<file path="src/verilog/cpuTypesPkg.sv">
// CPU shared types and encodings
`default_nettype none

package cpuTypesPkg;

  // ##############################
  // Widths
  // ##############################
  typedef logic [31:0] wordT;    // Data word, instruction or PC
  typedef logic [4:0]  regAddrT; // Register index

  typedef enum logic [2:0]
  {
    ALU_SLL,
    ALU_SRL,
    ALU_ADD,
    ALU_SUB,
    ALU_AND,
    ALU_OR,
    ALU_XOR,
    ALU_SLT
  } aluOpT;

  // ##############################
  // Opcodes
  // ##############################
  localparam logic [5:0] OP_RTYPE = 6'h00;
  localparam logic [5:0] OP_J     = 6'h02;
  localparam logic [5:0] OP_BEQ   = 6'h04;
  localparam logic [5:0] OP_BNE   = 6'h05;
  localparam logic [5:0] OP_ADDIU = 6'h09;
  localparam logic [5:0] OP_SLTI  = 6'h0a;
  localparam logic [5:0] OP_ANDI  = 6'h0c;
  localparam logic [5:0] OP_ORI   = 6'h0d;
  localparam logic [5:0] OP_XORI  = 6'h0e;
  localparam logic [5:0] OP_LUI   = 6'h0f;

  // R-type function codes
  localparam logic [5:0] FN_SLL  = 6'h00;
  localparam logic [5:0] FN_SRL  = 6'h02;
  localparam logic [5:0] FN_ADDU = 6'h21;
  localparam logic [5:0] FN_SUBU = 6'h23;
  localparam logic [5:0] FN_AND  = 6'h24;
  localparam logic [5:0] FN_OR   = 6'h25;
  localparam logic [5:0] FN_XOR  = 6'h26;
  localparam logic [5:0] FN_SLT  = 6'h2a;

  localparam wordT RESET_PC = 32'h0000_0000;

endpackage

`default_nettype wire

</file>
<file path="src/verilog/fetchUnit.sv">
// Instruction fetch unit
`timescale 1ns/100ps
`default_nettype none

module fetchUnit
(
  input  logic               CLK,
  input  logic               nRST,
  output logic               imemReq,
  output cpuTypesPkg::wordT  imemAddr,
  input  logic               imemAck,
  input  cpuTypesPkg::wordT  imemData,
  input  logic               redirect,
  input  cpuTypesPkg::wordT  redirectPc,
  output logic               instrLoad,
  output cpuTypesPkg::wordT  instrWord,
  output cpuTypesPkg::wordT  instrPc
);

  typedef enum logic [1:0]
  {
    FETCH_IDLE,
    FETCH_REQ,
    FETCH_RELEASE
  } fetchStateT;

  fetchStateT        state;
  cpuTypesPkg::wordT pc;      // Next address to fetch
  cpuTypesPkg::wordT reqAddr; // Address held for the request in flight
  cpuTypesPkg::wordT fetchPc;
  logic              stale;   // Outstanding fetch belongs to a flushed path

  assign fetchPc = redirect ? redirectPc : pc;

  assign imemReq   = (state == FETCH_REQ);
  assign imemAddr  = reqAddr;
  assign instrLoad = (state == FETCH_REQ) && imemAck && !stale;
  assign instrWord = imemData;
  assign instrPc   = reqAddr;

  // ##############################
  // Four-phase handshake
  // ##############################
  always_ff @(posedge CLK or negedge nRST)
  begin
    if (!nRST)
    begin
      state   <= FETCH_IDLE;
      pc      <= cpuTypesPkg::RESET_PC;
      reqAddr <= cpuTypesPkg::RESET_PC;
      stale   <= 1'b0;
    end
    else
    begin
      case (state)
        FETCH_IDLE, FETCH_RELEASE:
          if (!imemAck) // Memory has released, start the next request
          begin
            state   <= FETCH_REQ;
            reqAddr <= fetchPc;
          end
        FETCH_REQ:
          if (imemAck)
          begin
            state <= FETCH_RELEASE;
            stale <= 1'b0;
          end
          else if (redirect)
            stale <= 1'b1;
        default:
          state <= FETCH_IDLE;
      endcase

      if (redirect)
        pc <= redirectPc;
      else if (instrLoad)
        pc <= pc + 32'd4;
    end
  end

endmodule

`default_nettype wire

</file>
<file path="src/verilog/pipeRegIfId.sv">
// IF/ID pipeline register
`timescale 1ns/100ps
`default_nettype none

module pipeRegIfId
(
  input  logic               CLK,
  input  logic               nRST,
  input  logic               instrLoad,
  input  logic               flush,
  input  cpuTypesPkg::wordT  instrWord,
  input  cpuTypesPkg::wordT  instrPc,
  output logic               ifidValid,
  output cpuTypesPkg::wordT  ifidInstr,
  output cpuTypesPkg::wordT  ifidPc
);

  // An instruction stays valid for exactly one cycle
  always_ff @(posedge CLK or negedge nRST)
  begin
    if (!nRST)
      ifidValid <= 1'b0;
    else
      ifidValid <= instrLoad && !flush;
  end

  always_ff @(posedge CLK)
  begin
    if (instrLoad)
    begin
      ifidInstr <= instrWord;
      ifidPc    <= instrPc;
    end
  end

endmodule

`default_nettype wire

</file>
<file path="src/verilog/decodeUnit.sv">
// Instruction decoder
`timescale 1ns/100ps
`default_nettype none

module decodeUnit
(
  input  logic                  ifidValid,
  input  cpuTypesPkg::wordT     ifidInstr,
  input  cpuTypesPkg::wordT     ifidPc,
  output cpuTypesPkg::regAddrT  rsAddr,
  output cpuTypesPkg::regAddrT  rtAddr,
  input  cpuTypesPkg::wordT     rdat1,
  input  cpuTypesPkg::wordT     rdat2,
  output cpuTypesPkg::regAddrT  regDst,
  output logic                  wen,
  output logic                  aluSrc,
  output cpuTypesPkg::aluOpT    aluOp,
  output logic                  lui,
  output logic                  branch,
  output logic                  bne,
  output logic                  jmp,
  output logic [4:0]            shamt,
  output cpuTypesPkg::wordT     imm,
  output cpuTypesPkg::wordT     decRdat1,
  output cpuTypesPkg::wordT     decRdat2,
  output logic                  decValid,
  output cpuTypesPkg::wordT     decPc
);

  logic [5:0]        opcode;
  logic [5:0]        funct;
  cpuTypesPkg::wordT immSext;
  cpuTypesPkg::wordT immZext;

  assign opcode  = ifidInstr[31:26];
  assign funct   = ifidInstr[5:0];
  assign immSext = {{16{ifidInstr[15]}}, ifidInstr[15:0]};
  assign immZext = {16'h0000, ifidInstr[15:0]};

  assign rsAddr   = ifidInstr[25:21];
  assign rtAddr   = ifidInstr[20:16];
  assign shamt    = ifidInstr[10:6];
  assign decRdat1 = rdat1;
  assign decRdat2 = rdat2;
  assign decValid = ifidValid;
  assign decPc    = ifidPc;

  always_comb
  begin
    regDst = ifidInstr[20:16]; // I-type writes rt
    wen    = 1'b0;
    aluSrc = 1'b1;
    aluOp  = cpuTypesPkg::ALU_ADD;
    lui    = 1'b0;
    branch = 1'b0;
    bne    = 1'b0;
    jmp    = 1'b0;
    imm    = immSext;
    case (opcode)
      cpuTypesPkg::OP_RTYPE:
      begin
        regDst = ifidInstr[15:11];
        aluSrc = 1'b0;
        wen    = 1'b1;
        case (funct)
          cpuTypesPkg::FN_SLL:  aluOp = cpuTypesPkg::ALU_SLL;
          cpuTypesPkg::FN_SRL:  aluOp = cpuTypesPkg::ALU_SRL;
          cpuTypesPkg::FN_ADDU: aluOp = cpuTypesPkg::ALU_ADD;
          cpuTypesPkg::FN_SUBU: aluOp = cpuTypesPkg::ALU_SUB;
          cpuTypesPkg::FN_AND:  aluOp = cpuTypesPkg::ALU_AND;
          cpuTypesPkg::FN_OR:   aluOp = cpuTypesPkg::ALU_OR;
          cpuTypesPkg::FN_XOR:  aluOp = cpuTypesPkg::ALU_XOR;
          cpuTypesPkg::FN_SLT:  aluOp = cpuTypesPkg::ALU_SLT;
          default:              wen   = 1'b0;
        endcase
      end
      cpuTypesPkg::OP_ADDIU: wen = 1'b1;
      cpuTypesPkg::OP_SLTI:
      begin
        wen   = 1'b1;
        aluOp = cpuTypesPkg::ALU_SLT;
      end
      cpuTypesPkg::OP_ANDI:
      begin
        wen   = 1'b1;
        aluOp = cpuTypesPkg::ALU_AND;
        imm   = immZext;
      end
      cpuTypesPkg::OP_ORI:
      begin
        wen   = 1'b1;
        aluOp = cpuTypesPkg::ALU_OR;
        imm   = immZext;
      end
      cpuTypesPkg::OP_XORI:
      begin
        wen   = 1'b1;
        aluOp = cpuTypesPkg::ALU_XOR;
        imm   = immZext;
      end
      cpuTypesPkg::OP_LUI:
      begin
        wen = 1'b1;
        lui = 1'b1;
        imm = immZext;
      end
      cpuTypesPkg::OP_BEQ, cpuTypesPkg::OP_BNE:
      begin
        branch = 1'b1;
        bne    = (opcode == cpuTypesPkg::OP_BNE);
        aluSrc = 1'b0; // Compare rs against rt
        aluOp  = cpuTypesPkg::ALU_SUB;
      end
      cpuTypesPkg::OP_J:
      begin
        jmp = 1'b1;
        imm = {6'h00, ifidInstr[25:0]};
      end
      default: ; // Unknown encodings fall through as a NOP
    endcase
  end

endmodule

`default_nettype wire

</file>
<file path="src/verilog/regFile.sv">
// Register file with write-through
`timescale 1ns/100ps
`default_nettype none

module regFile
(
  input  logic                  CLK,
  input  logic                  nRST,
  input  cpuTypesPkg::regAddrT  rsAddr,
  input  cpuTypesPkg::regAddrT  rtAddr,
  input  cpuTypesPkg::regAddrT  wbReg,
  input  logic                  wbEn,
  input  cpuTypesPkg::wordT     wbData,
  output cpuTypesPkg::wordT     rdat1,
  output cpuTypesPkg::wordT     rdat2
);

  cpuTypesPkg::wordT regs [32];
  logic              wrLive;

  assign wrLive = wbEn && (wbReg != 5'd0);

  always_ff @(posedge CLK or negedge nRST)
  begin
    if (!nRST)
    begin
      for (int i = 0; i < 32; i++)
        regs[i] <= '0;
    end
    else if (wrLive)
      regs[wbReg] <= wbData;
  end

  // Same-cycle write is seen by decode, so no forwarding is needed
  assign rdat1 = (wrLive && wbReg == rsAddr) ? wbData : regs[rsAddr];
  assign rdat2 = (wrLive && wbReg == rtAddr) ? wbData : regs[rtAddr];

endmodule

`default_nettype wire

</file>
<file path="src/verilog/pipeRegIdEx.sv">
// ID/EX pipeline register
`timescale 1ns/100ps
`default_nettype none

module pipeRegIdEx
(
  input  logic                  CLK,
  input  logic                  nRST,
  input  logic                  flush,
  input  logic                  decValid,
  input  cpuTypesPkg::wordT     decPc,
  input  cpuTypesPkg::regAddrT  regDst,
  input  logic                  wen,
  input  logic                  aluSrc,
  input  cpuTypesPkg::aluOpT    aluOp,
  input  logic                  lui,
  input  logic                  branch,
  input  logic                  bne,
  input  logic                  jmp,
  input  logic [4:0]            shamt,
  input  cpuTypesPkg::wordT     imm,
  input  cpuTypesPkg::wordT     decRdat1,
  input  cpuTypesPkg::wordT     decRdat2,
  output logic                  exValid,
  output cpuTypesPkg::wordT     exPc,
  output cpuTypesPkg::regAddrT  exRegDst,
  output logic                  exWen,
  output logic                  exAluSrc,
  output cpuTypesPkg::aluOpT    exAluOp,
  output logic                  exLui,
  output logic                  exBranch,
  output logic                  exBne,
  output logic                  exJmp,
  output logic [4:0]            exShamt,
  output cpuTypesPkg::wordT     exImm,
  output cpuTypesPkg::wordT     exRdat1,
  output cpuTypesPkg::wordT     exRdat2
);

  // ##############################
  // Controls cleared on flush
  // ##############################
  always_ff @(posedge CLK or negedge nRST)
  begin
    if (!nRST)
    begin
      exValid  <= 1'b0;
      exWen    <= 1'b0;
      exBranch <= 1'b0;
      exBne    <= 1'b0;
      exJmp    <= 1'b0;
    end
    else if (flush)
    begin
      exValid  <= 1'b0;
      exWen    <= 1'b0;
      exBranch <= 1'b0;
      exBne    <= 1'b0;
      exJmp    <= 1'b0;
    end
    else
    begin
      exValid  <= decValid;
      exWen    <= wen;
      exBranch <= branch;
      exBne    <= bne;
      exJmp    <= jmp;
    end
  end

  always_ff @(posedge CLK)
  begin
    exPc     <= decPc;
    exRegDst <= regDst;
    exAluSrc <= aluSrc;
    exAluOp  <= aluOp;
    exLui    <= lui;
    exShamt  <= shamt;
    exImm    <= imm;
    exRdat1  <= decRdat1;
    exRdat2  <= decRdat2;
  end

endmodule

`default_nettype wire

</file>
<file path="src/verilog/execUnit.sv">
// Execute and writeback stage
`timescale 1ns/100ps
`default_nettype none

module execUnit
(
  input  logic                  CLK,
  input  logic                  nRST,
  input  logic                  exValid,
  input  cpuTypesPkg::wordT     exPc,
  input  cpuTypesPkg::regAddrT  exRegDst,
  input  logic                  exWen,
  input  logic                  exAluSrc,
  input  cpuTypesPkg::aluOpT    exAluOp,
  input  logic                  exLui,
  input  logic                  exBranch,
  input  logic                  exBne,
  input  logic                  exJmp,
  input  logic [4:0]            exShamt,
  input  cpuTypesPkg::wordT     exImm,
  input  cpuTypesPkg::wordT     exRdat1,
  input  cpuTypesPkg::wordT     exRdat2,
  output logic                  redirect,
  output cpuTypesPkg::wordT     redirectPc,
  output logic                  wbEn,
  output cpuTypesPkg::regAddrT  wbReg,
  output cpuTypesPkg::wordT     wbData,
  output logic                  wbValid,
  output cpuTypesPkg::regAddrT  wbRegOut,
  output cpuTypesPkg::wordT     wbDataOut
);

  cpuTypesPkg::wordT opB;
  cpuTypesPkg::wordT aluOut;
  cpuTypesPkg::wordT pcPlus4;
  cpuTypesPkg::wordT branchTarget;
  cpuTypesPkg::wordT jumpTarget;
  logic              takeBranch;

  assign opB = exAluSrc ? exImm : exRdat2;

  always_comb
  begin
    case (exAluOp)
      cpuTypesPkg::ALU_SLL: aluOut = opB << exShamt;
      cpuTypesPkg::ALU_SRL: aluOut = opB >> exShamt;
      cpuTypesPkg::ALU_ADD: aluOut = exRdat1 + opB;
      cpuTypesPkg::ALU_SUB: aluOut = exRdat1 - opB;
      cpuTypesPkg::ALU_AND: aluOut = exRdat1 & opB;
      cpuTypesPkg::ALU_OR:  aluOut = exRdat1 | opB;
      cpuTypesPkg::ALU_XOR: aluOut = exRdat1 ^ opB;
      default:              aluOut = {31'd0, $signed(exRdat1) < $signed(opB)}; // Signed SLT
    endcase
  end

  // ##############################
  // Branch and jump resolution
  // ##############################
  assign pcPlus4      = exPc + 32'd4;
  assign branchTarget = pcPlus4 + {exImm[29:0], 2'b00};
  assign jumpTarget   = {pcPlus4[31:28], exImm[25:0], 2'b00};
  assign takeBranch   = exBranch && ((aluOut == 32'd0) != exBne);

  assign redirect   = exValid && (exJmp || takeBranch);
  assign redirectPc = exJmp ? jumpTarget : branchTarget;

  // Register file write, seen by decode in this same cycle
  assign wbEn   = exValid && exWen && (exRegDst != 5'd0);
  assign wbReg  = exRegDst;
  assign wbData = exLui ? {exImm[15:0], 16'h0000} : aluOut;

  always_ff @(posedge CLK or negedge nRST)
  begin
    if (!nRST)
      wbValid <= 1'b0;
    else
      wbValid <= wbEn;
  end

  always_ff @(posedge CLK)
  begin
    wbRegOut  <= wbReg;
    wbDataOut <= wbData;
  end

endmodule

`default_nettype wire

</file>
<file path="src/verilog/miniPipeCpu.sv">
// Three-stage pipeline top level
`timescale 1ns/100ps
`default_nettype none

module miniPipeCpu
(
  input  logic                  CLK,
  input  logic                  nRST,
  output logic                  imemReq,
  output cpuTypesPkg::wordT     imemAddr,
  input  logic                  imemAck,
  input  cpuTypesPkg::wordT     imemData,
  output logic                  wbValid,
  output cpuTypesPkg::regAddrT  wbReg,
  output cpuTypesPkg::wordT     wbData
);

  logic                 instrLoad, redirect;
  cpuTypesPkg::wordT    instrWord, instrPc, redirectPc;
  logic                 ifidValid;
  cpuTypesPkg::wordT    ifidInstr, ifidPc;
  cpuTypesPkg::regAddrT rsAddr, rtAddr;
  cpuTypesPkg::wordT    rdat1, rdat2;
  // Decode outputs
  cpuTypesPkg::regAddrT regDst;
  logic                 wen, aluSrc, lui, branch, bne, jmp, decValid;
  cpuTypesPkg::aluOpT   aluOp;
  logic [4:0]           shamt;
  cpuTypesPkg::wordT    imm, decRdat1, decRdat2, decPc;
  // ID/EX outputs
  cpuTypesPkg::regAddrT exRegDst;
  logic                 exValid, exWen, exAluSrc, exLui, exBranch, exBne, exJmp;
  cpuTypesPkg::aluOpT   exAluOp;
  logic [4:0]           exShamt;
  cpuTypesPkg::wordT    exPc, exImm, exRdat1, exRdat2;
  // Register file write port
  logic                 rfWen;
  cpuTypesPkg::regAddrT rfWreg;
  cpuTypesPkg::wordT    rfWdata;

  fetchUnit u_fetchUnit (.CLK, .nRST, .imemReq, .imemAddr, .imemAck, .imemData,
    .redirect, .redirectPc, .instrLoad, .instrWord, .instrPc);

  pipeRegIfId u_pipeRegIfId (.CLK, .nRST, .instrLoad, .flush(redirect),
    .instrWord, .instrPc, .ifidValid, .ifidInstr, .ifidPc);

  decodeUnit u_decodeUnit (.ifidValid, .ifidInstr, .ifidPc, .rsAddr, .rtAddr,
    .rdat1, .rdat2, .regDst, .wen, .aluSrc, .aluOp, .lui, .branch, .bne, .jmp,
    .shamt, .imm, .decRdat1, .decRdat2, .decValid, .decPc);

  regFile u_regFile (.CLK, .nRST, .rsAddr, .rtAddr, .wbReg(rfWreg), .wbEn(rfWen),
    .wbData(rfWdata), .rdat1, .rdat2);

  pipeRegIdEx u_pipeRegIdEx (.CLK, .nRST, .flush(redirect), .decValid, .decPc,
    .regDst, .wen, .aluSrc, .aluOp, .lui, .branch, .bne, .jmp, .shamt, .imm,
    .decRdat1, .decRdat2, .exValid, .exPc, .exRegDst, .exWen, .exAluSrc,
    .exAluOp, .exLui, .exBranch, .exBne, .exJmp, .exShamt, .exImm, .exRdat1,
    .exRdat2);

  execUnit u_execUnit (.CLK, .nRST, .exValid, .exPc, .exRegDst, .exWen,
    .exAluSrc, .exAluOp, .exLui, .exBranch, .exBne, .exJmp, .exShamt, .exImm,
    .exRdat1, .exRdat2, .redirect, .redirectPc, .wbEn(rfWen), .wbReg(rfWreg),
    .wbData(rfWdata), .wbValid, .wbRegOut(wbReg), .wbDataOut(wbData));

endmodule

`default_nettype wire

</file>
<file path="config.mk">
export PLATFORM = sky130hd
export DESIGN_NAME = miniPipeCpu
export DESIGN_NICKNAME = d
export VERILOG_FILES = /design/src/verilog/cpuTypesPkg.sv /design/src/verilog/fetchUnit.sv /design/src/verilog/pipeRegIfId.sv /design/src/verilog/decodeUnit.sv /design/src/verilog/regFile.sv /design/src/verilog/pipeRegIdEx.sv /design/src/verilog/execUnit.sv /design/src/verilog/miniPipeCpu.sv
export SDC_FILE = /design/constraint.sdc
export NUM_CORES = 2
export LEC_CHECK = 0
export BUFFER_PORTS_ARGS = -buffer_cell sky130_fd_sc_hd__buf_4
export CORE_MARGIN = 8
export CORE_UTILIZATION = 64
export CTS_CLUSTER_DIAMETER = 40
export DETAILED_ROUTE_END_ITERATION = 8
export PLACE_DENSITY = 0.83
export SETUP_SLACK_MARGIN = 0.1
export SLEW_MARGIN = 10
export SYNTH_ARGS = -nofsm -noshare
export SYNTH_HDL_FRONTEND = slang
export SYNTH_HIERARCHICAL = 1
export SYNTH_SLANG_ARGS = --single-unit
</file>
<file path="constraint.sdc">
create_clock -name CLK -period 8.05 [get_ports CLK]
set_input_delay 1.61 -clock CLK [delete_from_list [all_inputs] [get_ports CLK]]
set_output_delay 1.61 -clock CLK [all_outputs]
set_load 0.01 [all_outputs]
</file>
==> impl_metrics.tcl <==
set metrics [dict create \
    clk_path_buf_depth 3 \
    timing.final.ws_setup_ns 1.05 \
    post_cts_hold_fix_bufs 0 \
    cts_tree "done" \
    p_sw_mw 5.73 \
    hold_violations 0 \
    sequential_cell_area_mm2 0.0330 \
    hpwlAfterDp_um 173000 \
    design.die.area_mm2 0.135 \
    cts-resized-gates 0 \
    worstPathCellList "mux2i_1 > fa_1 > a211oi_1 > nor3_1 > or4_1 > and3_1 > o311ai_1 > a211oi_1 > mux2i_1 > or4_1 > or4_1 > nor4_2 > nand2_1 > a221o_2 > buf_12 > or4_1 > nand3_1" \
    grt_first_pass_wirelength_um 409000 \
    grt_util_all_layers 0.405 \
    post_route_cells_drive_above_1_share 0.315 \
    chipHeight_um 368 \
    edff_count_synth 64 \
    synth.ff_latch_count 1342 \
    effective_utilization_at_floorplan 0.643 \
    postSynth.asyncResetShare 0.818 \
    fp.dieW_um 368 \
    max_stage_delay_ns 0.75 \
    finalPower_mw 18.8 \
    max_ir_drop_vdd_uv 257 \
    yosys-top-cells-count "1,098 x sky130_fd_sc_hd__dfrtp_1, 679 x sky130_fd_sc_hd__mux2_2, 577 x sky130_fd_sc_hd__mux4_2, 367 x sky130_fd_sc_hd__nand2_1, 363 x sky130_fd_sc_hd__mux2_1" \
    yosys.cell_count.top_type "sky130_fd_sc_hd__dfrtp_1" \
    fin_skew_ns 0.0457 \
    ys_top_cells_by_area "sky130_fd_sc_hd__dfrtp_1 35%, sky130_fd_sc_hd__mux4_2 16%, sky130_fd_sc_hd__mux2_2 9.6%, sky130_fd_sc_hd__mux2_1 5.2%, sky130_fd_sc_hd__dfxtp_1 4.5%" \
    fmax_mhz 143 \
    worst_ep_arrival_time_ns 7.77 \
    detail_route.first_pass.iterations 9 \
    dominantRegCellSynth "sky130_fd_sc_hd__dfrtp_1" \
    clock_sinks 1342 \
    detail-route-antenna-nets 0 \
    worst_path_max_delay_cell "sky130_fd_sc_hd__dfxtp_1" \
    io_pins 106 \
    gate_count_of_the_mapped_netlist 6425 \
    totalWireLength_um 280000 \
    slew_viol_final 0 \
    max_cap_violations 0 \
    floorplan.core_area_mm2 0.123 \
    post-route-util 0.694 \
    vias 60100 \
    placer_congestion_estimate 1.08 \
    synth.yosys.seq_area_share 0.416 \
    power_leakage_nw 38.8 \
    crit_top_cell "sky130_fd_sc_hd__or4_1" \
    transition_time_of_the_tightest_slew_check_pin_ns 1.13 \
    post_synth_instance_area_mm2 0.0793 \
    hold_crit_path_type "reg -> reg" \
    swShare 0.305 \
    failing_checks "design-rule violations" \
    detail_route.iter0.violations 9011 \
    fill_cells 8247 \
    multiInputGateArea_mm2 0.0418 \
    grt_start_max_net_pins 162 \
    rows 129 \
    slew_headroom 0.243 \
    cell_internal_pwr_mw 13.1 \
    gr_ovfl_total 0 \
    grt_antenna_before_repair 15 \
    fin_setup_tns_ns 0 \
    worst_setup_path_end_kind "flip-flop" \
    report.final.setup_viol 0 \
    path_class "reg -> reg" \
    post_drt_wl_per_cell_um 35.6 \
    critical_path_peak_fanout 69 \
    cts_post_setup_buffers_inserted 0 \
    clk_transition_reported_paths_ns 0.06 \
    seq_power_share 0.400 \
    finalCriticalPeriod_ns 7.00 \
    critical_path.startpoint_type "flip-flop" \
    grt_pass1_vias 60600 \
    clock_tree.htree_level_count 4 \
    clockPowerShare 0.431 \
    synth_largest_type_area_fraction 0.347 \
    yosys.area.top_type "sky130_fd_sc_hd__dfrtp_1" \
    synth_nets 6612 \
    remaining_drc_errors 8 \
    synthToLayoutAreaGrowth_pct 8.03 \
    numCtsBuffers 168 \
    avgSynthCellArea_um2 12.3 \
    status "finished, violations left" \
    synth.yosys.warnings 6 \
    final_min_period_over_clock_period 0.869 \
    power_frac_comb 0.170 \
    power_density_mw_per_mm2 219 \
    netlist-cell-type-count 103 \
    routed_via_density 7.64 \
    nets 6253 \
    clk-insertion-delay-late_ns 0.86 \
    clock-root-buffer "sky130_fd_sc_hd__clkbuf_16" \
    rsz_0062_raised_after_global_routing "false" \
    pre_cts_slack_ns 1.15 \
    worst-endpoint-required_ns 8.82 \
    place.port_buffers 105 \
]
-- worst max-delay path, delay by kind of cell, from the launching register on --
family	cells	cell delay, ns
and+or+nand+nor	9	3.32
adders and majority gates	1	0.55
AOI/OAI and AO/OA	4	1.46
muxes	2	0.57
DFF	1	0.75
buffers and inverters	1	0.23
-- power groups by stage --
stage / sequential [mW] / clock, mW / combinational [mW]
global placement: 7.58 / 0 / 3.01
floorplan: 7.44 / 0 / 2.04
finish: 7.51 / 8.10 / 3.19
detailed placement: 7.60 / 0 / 3.05
global route: 7.52 / 8.43 / 3.35
CTS: 7.48 / 8.14 / 3.08
-- path summary, 6_finish.rpt --
check / end / slack [ns] / startpoint / depth (start not counted)
max reg2reg: u_fetchUnit/pc[14]$_DFFE_PN0P_ / 1.05 / u_pipeRegIdEx/exImm[1]$_DFF_P_ / 17
min: u_pipeRegIdEx/exPc[16]$_DFF_P_ / 0.34 / u_pipeRegIfId/ifidPc[16]$_DFFE_PP_ / 0
min reg2reg: u_pipeRegIdEx/exPc[16]$_DFF_P_ / 0.34 / u_pipeRegIfId/ifidPc[16]$_DFFE_PP_ / 0
min in group asynchronous: u_regFile/regs[58]$_DFFE_PN0P_ / 0.80 / nRST / 1
max in group asynchronous: u_regFile/regs[992]$_DFFE_PN0P_ / 5.31 / nRST / 3
max: u_fetchUnit/pc[14]$_DFFE_PN0P_ / 1.05 / u_pipeRegIdEx/exImm[1]$_DFF_P_ / 17
-- flip-flops by register name, indices dropped and copies added, names as in the netlist, 2 cells and up --
signal                   cells
u_execUnit/wbDataOut        32
u_execUnit/wbRegOut          5
u_fetchUnit/imemAddr        32
u_fetchUnit/pc              32
u_fetchUnit/state            2
u_pipeRegIdEx/exAluOp        3
u_pipeRegIdEx/exImm         32
u_pipeRegIdEx/exPc          32
u_pipeRegIdEx/exRdat1       32
u_pipeRegIdEx/exRdat2       32
u_pipeRegIdEx/exRegDst       5
u_pipeRegIdEx/exShamt        5
u_pipeRegIfId/ifidInstr     32
u_pipeRegIfId/ifidPc        32
u_regFile/regs            1024
-- cell type report --
type	count	area share
repair buffers	278	0.0261
multi-input cells	4151	0.488
flip-flops and latches	1342	0.386
inverters	125	0.00548
well taps	1637	0.0239
diodes	9	0.000263
clock inverters	106	0.0166
clock buffers	210	0.0543
-- through the flow --
stage | area [um2] | hold WS (ns) | std cells
2_1_floorplan | 79300 | 0.344 | 6425
3_3_place_gp | 79500 | 0.324 | 7533
3_5_place_dp | 79500 | 0.327 | 7533
4_1_cts | 85600 | 0.340 | 7849
5_1_grt | 85600 | 0.349 | 7849
6_report | 85600 | 0.341 | 7858
-- routing by layer --
layer	track usage	up-vias	routed length [um]
met2	0.585	4818	121000
met5	0	-	35
li1	-	23500	-
met3	0.145	1302	37900
met4	0.241	4	20500
met1	0.525	30400	100000
-- cell usage in the layout, fill, tap and decap left out, drive strengths merged, types with 149 or more instances in the layout --
| cell type | instances |
|---|---|
| o21ai | 234 |
| mux4 | 580 |
| buf | 278 |
| mux2i | 154 |
| dfrtp | 1098 |
| clkbuf | 210 |
| nor2 | 192 |
| dfxtp | 180 |
| ha | 149 |
| o22ai | 282 |
| mux2 | 1042 |
| nand2 | 367 |
| inv | 156 |
-- cells by family after synthesis --
kind of cell	share of synthesized area
muxes	0.332
DFF	0.416
and+or+nand+nor	0.0679
AOI/OAI and AO/OA	0.0876
buffers and inverters	0.0606
adders and majority gates	0.0243
xor gates and xnor gates	0.0108
(Power assumes the default switching activity.)
